**config.mk**
```make
export PLATFORM = sky130hd
export DESIGN_NAME = exe_stage
export DESIGN_NICKNAME = d
export VERILOG_FILES = /design/src/design/rv_exe_pkg.sv /design/src/design/alu.sv /design/src/design/mul_unit.sv /design/src/design/div_unit.sv /design/src/design/exe_stage.sv
export VERILOG_INCLUDE_DIRS = /design/src /design/src/include
export SDC_FILE = /design/constraint.sdc
export NUM_CORES = 2
export LEC_CHECK = 0
export BUFFER_PORTS_ARGS = -buffer_cell sky130_fd_sc_hd__buf_4
export CAP_MARGIN = 10
export CELL_PAD_IN_SITES_DETAIL_PLACEMENT = 2
export CELL_PAD_IN_SITES_GLOBAL_PLACEMENT = 2
export CORE_MARGIN = 4
export CORE_UTILIZATION = 34
export CTS_CLUSTER_SIZE = 24
export DETAILED_ROUTE_END_ITERATION = 16
export PLACE_DENSITY_LB_ADDON = 0.1
export SYNTH_ARGS = -nofsm -noshare
export SYNTH_HDL_FRONTEND = slang
export SYNTH_SLANG_ARGS = --single-unit
export TNS_END_PERCENT = 1
```
**constraint.sdc**
```tcl
create_clock -name clk -period 5.8 [get_ports clk]
set_input_delay 0.58 -clock clk [delete_from_list [all_inputs] [get_ports clk]]
set_output_delay 0.58 -clock clk [all_outputs]
set_load 0.05 [all_outputs]
```
**src/include/rv_exe_config.svh**
```systemverilog
`ifndef RV_EXE_CONFIG_SVH
`define RV_EXE_CONFIG_SVH

// data path and register file
`define EXE_XLEN            32
`define EXE_REG_ADDR_WIDTH  5

// one extra bit so signed and unsigned operands share the same units
`define EXE_EXT_WIDTH       33

// addi x0, x0, 0
`define EXE_INST_NOP        32'h0000_0013

// set to 0 to build without the multiply/divide units
`define EXE_HAS_RV32M       1

`endif

```
**src/design/rv_exe_pkg.sv**
```systemverilog
`include "rv_exe_config.svh"

package rv_exe_pkg;

    typedef logic [`EXE_XLEN-1:0]           word_t;
    typedef logic [`EXE_EXT_WIDTH-1:0]      ext_word_t;
    typedef logic [2*`EXE_EXT_WIDTH-1:0]    dword_t;
    typedef logic [`EXE_REG_ADDR_WIDTH-1:0] reg_addr_t;
    typedef logic [3:0]                     mem_wen_t;

    typedef enum logic [4:0] {
        // single cycle arithmetic and logic
        op_add,
        op_sub,
        op_and,
        op_or,
        op_xor,
        op_sll,
        op_srl,
        op_sra,
        op_slt,
        op_sltu,
        op_jalr,
        op_copy1,
        // branches
        op_beq,
        op_bne,
        op_blt,
        op_bge,
        op_bltu,
        op_bgeu,
        // multiply group
        op_mul,
        op_mulh,
        op_mulhsu,
        op_mulhu,
        // divide group
        op_div,
        op_divu,
        op_rem,
        op_remu,
        op_none
    } exe_op_e;

    typedef enum logic [1:0] {
        st_idle,
        st_busy,
        st_done
    } unit_state_e;

    // decode to execute
    typedef struct packed {
        word_t     pc;
        word_t     inst;
        exe_op_e   op;
        word_t     op1;
        word_t     op2;
        word_t     rs2_data;
        word_t     imm_b;
        logic      rf_wen;
        reg_addr_t wb_addr;
        mem_wen_t  mem_wen;
    } id_ex_t;

    // execute to memory
    typedef struct packed {
        word_t     pc;
        word_t     inst;
        word_t     alu_out;
        word_t     rs2_data;
        logic      rf_wen;
        reg_addr_t wb_addr;
        mem_wen_t  mem_wen;
    } ex_mem_t;

endpackage

```
**src/design/alu.sv**
```systemverilog
module alu
    import rv_exe_pkg::*;
(
    input  exe_op_e op,
    input  word_t   a,
    input  word_t   b,
    output word_t   result,
    output logic    taken
);

    logic [4:0] shamt;
    word_t      sum;
    logic       eq;
    logic       lt_s;
    logic       lt_u;

    assign shamt = b[4:0];
    assign sum   = a + b;
    assign eq    = (a == b);
    assign lt_s  = ($signed(a) < $signed(b));
    assign lt_u  = (a < b);

    always_comb begin
        result = '0;
        taken  = 1'b0;
        case (op)
            op_add: begin
                result = sum;
            end
            op_sub: begin
                result = a - b;
            end
            op_and: begin
                result = a & b;
            end
            op_or: begin
                result = a | b;
            end
            op_xor: begin
                result = a ^ b;
            end
            op_sll: begin
                result = a << shamt;
            end
            op_srl: begin
                result = a >> shamt;
            end
            op_sra: begin
                result = word_t'($signed(a) >>> shamt);
            end
            op_slt: begin
                result = word_t'(lt_s);
            end
            op_sltu: begin
                result = word_t'(lt_u);
            end
            op_jalr: begin
                // target is always halfword aligned
                result = {sum[$bits(word_t)-1:1], 1'b0};
            end
            op_copy1: begin
                result = a;
            end
            op_beq:  taken = eq;
            op_bne:  taken = !eq;
            op_blt:  taken = lt_s;
            op_bge:  taken = !lt_s;
            op_bltu: taken = lt_u;
            op_bgeu: taken = !lt_u;
            default: begin
                result = '0;
                taken  = 1'b0;
            end
        endcase
    end

endmodule

```
**src/design/mul_unit.sv**
```systemverilog
`include "rv_exe_config.svh"

module mul_unit
    import rv_exe_pkg::*;
(
    input  logic      clk,
    input  logic      rst_n,
    input  logic      start,
    input  ext_word_t a,
    input  ext_word_t b,
    output logic      ready,
    output logic      done,
    output dword_t    product
);

    localparam int cw = $clog2(`EXE_EXT_WIDTH);
    localparam logic [cw-1:0] last_cnt = cw'(`EXE_EXT_WIDTH - 1);

    unit_state_e   state;
    logic [cw-1:0] cnt;
    logic          last;
    dword_t        mcand;
    ext_word_t     mplier;

    assign ready = (state == st_idle);
    assign done  = (state == st_done);
    assign last  = (cnt == last_cnt);

    always_ff @(posedge clk or negedge rst_n) begin
        if (!rst_n) begin
            state <= st_idle;
            cnt   <= '0;
        end else begin
            case (state)
                st_idle: begin
                    if (start) begin
                        state <= st_busy;
                        cnt   <= '0;
                    end
                end
                st_busy: begin
                    cnt <= cnt + 1'b1;
                    if (last) begin
                        state <= st_done;
                    end
                end
                default: begin
                    state <= st_idle;
                end
            endcase
        end
    end

    // one multiplier bit per cycle, lsb first
    always_ff @(posedge clk) begin
        if (ready && start) begin
            product <= '0;
            mcand   <= {{`EXE_EXT_WIDTH{a[`EXE_EXT_WIDTH-1]}}, a};
            mplier  <= b;
        end else if (state == st_busy) begin
            if (mplier[0]) begin
                // top bit of b carries negative weight
                product <= last ? product - mcand : product + mcand;
            end
            mcand  <= mcand << 1;
            mplier <= mplier >> 1;
        end
    end

    // caller must wait for ready
    a_start_when_idle: assert property (
        @(posedge clk) disable iff (!rst_n)
        start |-> state == st_idle
    );

endmodule

```
**src/design/div_unit.sv**
```systemverilog
`include "rv_exe_config.svh"

module div_unit
    import rv_exe_pkg::*;
(
    input  logic      clk,
    input  logic      rst_n,
    input  logic      start,
    input  logic      is_signed,
    input  ext_word_t dividend,
    input  ext_word_t divisor,
    output logic      ready,
    output logic      done,
    output word_t     quotient,
    output word_t     remainder
);

    localparam int msb = `EXE_EXT_WIDTH - 1;
    localparam int cw  = $clog2(`EXE_EXT_WIDTH);
    localparam logic [cw-1:0] last_cnt = cw'(`EXE_EXT_WIDTH - 1);

    unit_state_e         state;
    logic [cw-1:0]       cnt;
    // dividend bits shift out the top, quotient bits shift in below
    ext_word_t           quo;
    logic [msb+1:0]      rem;
    ext_word_t           dvs;
    logic [msb+1:0]      trial;
    logic                neg_q;
    logic                neg_r;

    function automatic ext_word_t mag(input ext_word_t v);
        return v[msb] ? -v : v;
    endfunction

    assign ready = (state == st_idle);
    assign done  = (state == st_done);
    assign trial = {rem[msb:0], quo[msb]} - {1'b0, dvs};

    always_ff @(posedge clk or negedge rst_n) begin
        if (!rst_n) begin
            state <= st_idle;
            cnt   <= '0;
        end else begin
            case (state)
                st_idle: begin
                    if (start) begin
                        state <= st_busy;
                        cnt   <= '0;
                    end
                end
                st_busy: begin
                    cnt <= cnt + 1'b1;
                    if (cnt == last_cnt) begin
                        state <= st_done;
                    end
                end
                default: begin
                    state <= st_idle;
                end
            endcase
        end
    end

    always_ff @(posedge clk) begin
        if (ready && start) begin
            quo   <= mag(dividend);
            dvs   <= mag(divisor);
            rem   <= '0;
            // x/0 keeps the all-ones quotient unsigned
            neg_q <= is_signed && (dividend[msb] ^ divisor[msb]) && (divisor != '0);
            neg_r <= is_signed && dividend[msb];
        end else if (state == st_busy) begin
            if (!trial[msb+1]) begin
                rem <= trial;
                quo <= {quo[msb-1:0], 1'b1};
            end else begin
                rem <= {rem[msb:0], quo[msb]};
                quo <= {quo[msb-1:0], 1'b0};
            end
        end
    end

    // remainder takes the dividend's sign
    assign quotient  = neg_q ? -quo[`EXE_XLEN-1:0] : quo[`EXE_XLEN-1:0];
    assign remainder = neg_r ? -rem[`EXE_XLEN-1:0] : rem[`EXE_XLEN-1:0];

    // caller must wait for ready
    a_start_when_idle: assert property (
        @(posedge clk) disable iff (!rst_n)
        start |-> state == st_idle
    );

endmodule

```
**src/design/exe_stage.sv**
```systemverilog
`include "rv_exe_config.svh"

module exe_stage
    import rv_exe_pkg::*;
(
    input  logic      clk,
    input  logic      rst_n,
    input  id_ex_t    in,
    input  logic      flush,
    input  logic      mem_stall,
    output logic      stall,
    output ex_mem_t   out,
    output logic      br_flg,
    output word_t     br_target,
    output logic      hazard_rf_wen,
    output reg_addr_t hazard_wb_addr
);

    localparam bit has_m = `EXE_HAS_RV32M;
    localparam ex_mem_t bubble = '{
        pc:       '0,
        inst:     `EXE_INST_NOP,
        alu_out:  '0,
        rs2_data: '0,
        rf_wen:   1'b0,
        wb_addr:  '0,
        mem_wen:  '0
    };

    id_ex_t    saved;
    logic      use_saved;
    id_ex_t    cur;
    word_t     alu_result;
    logic      alu_taken;
    logic      is_mul;
    logic      is_div;
    logic      is_multi;
    logic      a_signed;
    logic      b_signed;
    ext_word_t ext_a;
    ext_word_t ext_b;
    logic      started;
    logic      finished;
    logic      unit_ready;
    logic      calc_valid;
    word_t     unit_result;
    word_t     kept;
    word_t     exe_result;
    logic      emit_bubble;

    logic      mul_start;
    logic      mul_ready;
    logic      mul_done;
    ext_word_t mul_a;
    ext_word_t mul_b;
    dword_t    mul_product;
    logic      div_start;
    logic      div_signed;
    logic      div_ready;
    logic      div_done;
    ext_word_t div_a;
    ext_word_t div_b;
    word_t     div_quotient;
    word_t     div_remainder;

    // held copy while stalled, fresh input otherwise
    assign cur = use_saved ? saved : in;

    alu u_alu (
        .op     (cur.op),
        .a      (cur.op1),
        .b      (cur.op2),
        .result (alu_result),
        .taken  (alu_taken)
    );

    assign is_mul   = has_m && (cur.op inside {op_mul, op_mulh, op_mulhsu, op_mulhu});
    assign is_div   = has_m && (cur.op inside {op_div, op_divu, op_rem, op_remu});
    assign is_multi = is_mul || is_div;

    // mul low word is the same either way
    assign a_signed = cur.op inside {op_mulh, op_mulhsu, op_div, op_rem};
    assign b_signed = cur.op inside {op_mulh, op_div, op_rem};
    assign ext_a    = {a_signed & cur.op1[`EXE_XLEN-1], cur.op1};
    assign ext_b    = {b_signed & cur.op2[`EXE_XLEN-1], cur.op2};

    assign unit_ready = is_mul ? mul_ready : div_ready;
    // done of a flushed operation is ignored since started was cleared
    assign calc_valid = started && (is_mul ? mul_done : div_done);
    assign stall      = is_multi && !(finished || calc_valid);

    always_comb begin
        case (cur.op)
            op_mul:                       unit_result = mul_product[`EXE_XLEN-1:0];
            op_mulh, op_mulhsu, op_mulhu: unit_result = mul_product[2*`EXE_XLEN-1:`EXE_XLEN];
            op_div, op_divu:              unit_result = div_quotient;
            op_rem, op_remu:              unit_result = div_remainder;
            default:                      unit_result = '0;
        endcase
    end

    assign exe_result = is_multi ? (finished ? kept : unit_result) : alu_result;

    always_ff @(posedge clk or negedge rst_n) begin
        if (!rst_n) begin
            use_saved <= 1'b0;
            started   <= 1'b0;
            finished  <= 1'b0;
            mul_start <= 1'b0;
            div_start <= 1'b0;
        end else if (flush) begin
            use_saved <= 1'b0;
            started   <= 1'b0;
            finished  <= 1'b0;
            mul_start <= 1'b0;
            div_start <= 1'b0;
        end else begin
            use_saved <= stall || mem_stall;
            mul_start <= 1'b0;
            div_start <= 1'b0;
            if (calc_valid) begin
                started  <= 1'b0;
                // result waits here if memory is stalled
                finished <= mem_stall;
            end else if (finished && !mem_stall) begin
                finished <= 1'b0;
            end else if (is_multi && !started && !finished && unit_ready) begin
                started   <= 1'b1;
                mul_start <= is_mul;
                div_start <= is_div;
            end
        end
    end

    always_ff @(posedge clk) begin
        saved <= cur;
        if (calc_valid) begin
            kept <= unit_result;
        end
        if (is_multi && !started && !finished) begin
            mul_a      <= ext_a;
            mul_b      <= ext_b;
            div_a      <= ext_a;
            div_b      <= ext_b;
            div_signed <= a_signed;
        end
    end

    generate
        if (has_m) begin : g_rv32m
            mul_unit u_mul (
                .clk     (clk),
                .rst_n   (rst_n),
                .start   (mul_start),
                .a       (mul_a),
                .b       (mul_b),
                .ready   (mul_ready),
                .done    (mul_done),
                .product (mul_product)
            );

            div_unit u_div (
                .clk       (clk),
                .rst_n     (rst_n),
                .start     (div_start),
                .is_signed (div_signed),
                .dividend  (div_a),
                .divisor   (div_b),
                .ready     (div_ready),
                .done      (div_done),
                .quotient  (div_quotient),
                .remainder (div_remainder)
            );
        end else begin : g_no_rv32m
            assign mul_ready     = 1'b0;
            assign mul_done      = 1'b0;
            assign mul_product   = '0;
            assign div_ready     = 1'b0;
            assign div_done      = 1'b0;
            assign div_quotient  = '0;
            assign div_remainder = '0;
        end
    endgenerate

    assign emit_bubble = flush || mem_stall || stall;

    always_ff @(posedge clk or negedge rst_n) begin
        if (!rst_n) begin
            out    <= bubble;
            br_flg <= 1'b0;
        end else begin
            br_flg <= !emit_bubble && alu_taken;
            if (emit_bubble) begin
                out <= bubble;
            end else begin
                out.pc       <= cur.pc;
                out.inst     <= cur.inst;
                out.alu_out  <= exe_result;
                out.rs2_data <= cur.rs2_data;
                out.rf_wen   <= cur.rf_wen;
                out.wb_addr  <= cur.wb_addr;
                out.mem_wen  <= cur.mem_wen;
            end
        end
    end

    always_ff @(posedge clk) begin
        br_target <= cur.pc + cur.imm_b;
    end

    assign hazard_rf_wen  = flush ? 1'b0 : cur.rf_wen;
    assign hazard_wb_addr = flush ? '0 : cur.wb_addr;

    // stall only comes from the M group and that op stays held
    a_stall_holds_m_op: assert property (
        @(posedge clk) disable iff (!rst_n)
        stall && !flush |=> use_saved && is_multi
    );

endmodule

```
==> reports/results.ini <==
[clock_network]
cts_tree=done
clk_latency_ns=0.72
cts.sinks=760
clkTransAtPathRegs_ns=0.06
numCtsBuffers=91
cts_root_buf=clkbuf_16
htreeDepth=3
max-clock-path-buffers=3
post-cts-setup-buffers=0

[route]
drtAntennaViolNets=0
vias=41500
route.detailed.drc=0
firstDrtPassIters=6
wl_per_cell_um=28.7
routed_wl_um=207000
drt_iter0_drc=3136
vias_per_cell=5.75

[timing]
post-route-period-util_pct=96.5
timing.final.ws_setup_ns=0.201
worst_pin_slew_ns=1.15
fmax_mhz=179
fin_skew_ns=0.0497
worst_slew_margin_rel_pct=23.2
finalMaxSlewViolations=0
report.final.setup_viol=0
final.min_clock_period_ns=5.60
finalHoldViolCount=0
rsz0062_at_grt=yes

[setup_path]
r2r-start=g_rv32m.u_mul.mcand[13]$_DFFE_PP_
critPathLaunchType=flip-flop
endpoint_kind=flip-flop
path_max_fanout=6
cp.required_ns=6.37
cp.arrival_ns=6.17
crit_chain=or4_4 -> or4_4 -> or3_1 -> or2_2 -> buf_4 -> nor2_2 -> nor2_1 -> xnor2_1 -> ha_2 -> nand2_2 -> o21ai_0 -> a21oi_1 -> nor3_1 -> or4b_1 -> o41ai_1 -> buf_4 -> o21ai_1 -> a221oi_2 -> xor2_1 -> o21ai_0
crit_type=flip-flop to flip-flop
worstSetupStartpoint=g_rv32m.u_mul.mcand[13]$_DFFE_PP_
slowest_delay_ns=0.57
critical-path-top-delay-family=simple AND/OR/NAND/NOR gates
cp_slowest_cell=or4_4
critPathBufInv=2

[cells_and_area]
drive_gt1_share_pct=17.8
fin_util_pct=41.3
multiInputGateArea_mm2=0.0253
seqCellArea_mm2=0.0187
syn2layout_area_growth_pct=19.9
nFillCells=14500
nets=5831

[floorplan]
core_mm2=0.132
io-pin-count=389
initial_core_util_pct=34.4
die_x_um=374
die_h_um=374
num_rows=133
dieArea_mm2=0.140

[synth]
synth.cell_area_mm2=0.0455
syn_inst=4980
synth_cell_type_count=94
postSynthAreaPerCell_um2=9.14
synth_ff_type=dfxtp_1
synth_top_area_share_pct=17.4
synth_edf_count=264
synth_seq_area_share_pct=41.0
ys_seq_elements=760
synth_top_area_cell=edfxtp_1
yosys-top-cells-area=edfxtp_1, dfxtp_1, dfrtp_1
synthArstFlopShare_pct=21.1
synth_nets=5430
yosysWarningCount=0

[global_routing]
grt_max_degree=123
grt_use_total_pct=28.7
grt_pass1_vias=43800
grt_pass1_wl_um=304000
antenna_found_initial=18
grt_overflow=0

[run_status]
status=complete, no violations

[hold_path]
hold_path.class=primary input to flip-flop
hold_start=in[172]

[power]
p_leak_nw=23.3
fin_total_pwr_mw=26.2
peakVddDrop_v=0.000251
power_density_mw_per_mm2=480

[place]
gp_congestion=0.912
post-place-ws_ns=-0.195
hpwl_um=158000
port-buffer-count=388

[job]
max-cap-violations=0

## synthesized netlist by cell type (51+ instances only)
cell type,instances
clkbuf_1,215
o31ai_1,67
dfrtp_1,157
mux2i_1,167
a21o_1,123
inv_1,190
xor2_1,147
nand3_1,64
nor3_1,71
and2_1,120
nand2_1,634
a21oi_1,368
edfxtp_1,264
o21ai_0,323
xnor2_1,154
dfxtp_1,336
nor2_1,311
ha_1,234
mux2_2,156
nand2b_1,51
## metal layers
metal | track usage (%) | part of all wire (%) | vias to the layer above
met5 | 0 | 0.013 | -
met4 | 8.64 | 3.3 | 6
met3 | 5.97 | 6.6 | 268
met2 | 45.7 | 45 | 1163
met1 | 39.2 | 45 | 21300
li1 | - | - | 18800
## where the power goes
| part | switching, mW | total, mW | internal (mW) |
|---|---|---|---|
| combinational | 7.45 | 11.7 | 4.28 |
| clock | 2.56 | 6.19 | 3.63 |
| sequential | 1.30 | 8.27 | 6.97 |
## layout make-up
cell class | instances | area share (%)
Antenna cell | 10 | 0.0458
Clock buffer | 124 | 4.69
Clock inverter | 48 | 1.23
Inverter | 197 | 1.35
Multi-Input combinational cell | 3756 | 46.4
Sequential cell | 760 | 34.2
Tap cell | 1755 | 4.02
Timing Repair Buffer | 575 | 8.09
## metrics by stage
| step | TNS [ns] | cells | instance area, um^2 | hold WS, ns |
|---|---|---|---|---|
| 6_report | 0 | 7225 | 54600 | 0.0953 |
| 4_1_cts | 0 | 7215 | 54500 | 0.0384 |
| 5_1_grt | -0.0645 | 7216 | 54600 | 0.0587 |
| 3_5_place_dp | -0.195 | 7042 | 51200 | 0.456 |
| 3_3_place_gp | 0 | 7042 | 51200 | 0.448 |
| 2_1_floorplan | 0 | 4980 | 45500 | 0.284 |
## layout by cell type (no fill, tap or decap), types with 118 or more instances in the layout
cell	count
xor2_1	147
nor2_1	304
inv_1	189
mux2i_1	163
a21oi_1	366
a21o_1	123
dfxtp_1	336
and2_1	118
nand2_1	629
dfrtp_1	155
xnor2_1	154
o21ai_0	320
ha_1	232
edfxtp_1	264
mux2_2	156
buf_4	566
## kinds of logic after synthesis
family | count (synthesis) | synth area share [%]
adder cells (fa/ha/maj) | 239 | 6.65
XOR/XNOR | 302 | 5.83
AO/OA/AOI/OAI | 1393 | 19.7
AND/OR/NAND/NOR | 1497 | 15.4
multiplexers | 325 | 7.61
flip-flops | 760 | 41.0
buffers and inverters | 464 | 3.86
## worst paths after layout
path                       slack, ns                                     end  cells after the start
setup reg to reg                0.20  g_rv32m.u_mul.product[60]$_SDFFE_PP0P_                     20
setup / recovery                0.20  g_rv32m.u_mul.product[60]$_SDFFE_PP0P_                     20
hold / removal                   0.1                      saved[172]$_DFF_P_                      2
max in group asynchronous       4.19                       out[12]$_DFF_PN0_                      3
hold reg to reg                 0.47                       saved[59]$_DFF_P_                      1
min in group asynchronous       0.39                       out[71]$_DFF_PN0_                      2
## sequential cells by signal, indices dropped and copies added, names as in the netlist, 2 cells and up
signal,flops
g_rv32m.u_mul.cnt,6
g_rv32m.u_div.state,2
div_b,33
g_rv32m.u_mul.state,2
div_a,33
br_target,32
g_rv32m.u_div.quo,33
out,138
g_rv32m.u_mul.mplier,33
g_rv32m.u_mul.product,64
g_rv32m.u_div.cnt,6
g_rv32m.u_div.rem,33
g_rv32m.u_mul.mcand,64
g_rv32m.u_div.dvs,33
kept,32
saved,207
## timing repair
item,4_1_cts,5_1_grt
cloned,0,0
resized for setup,3,16
endpoints found under the hold margin,38,0
pin swaps,0,1
setup endpoints to repair,3,7
hold buffers,1,0
(Power assumes the default switching activity.)
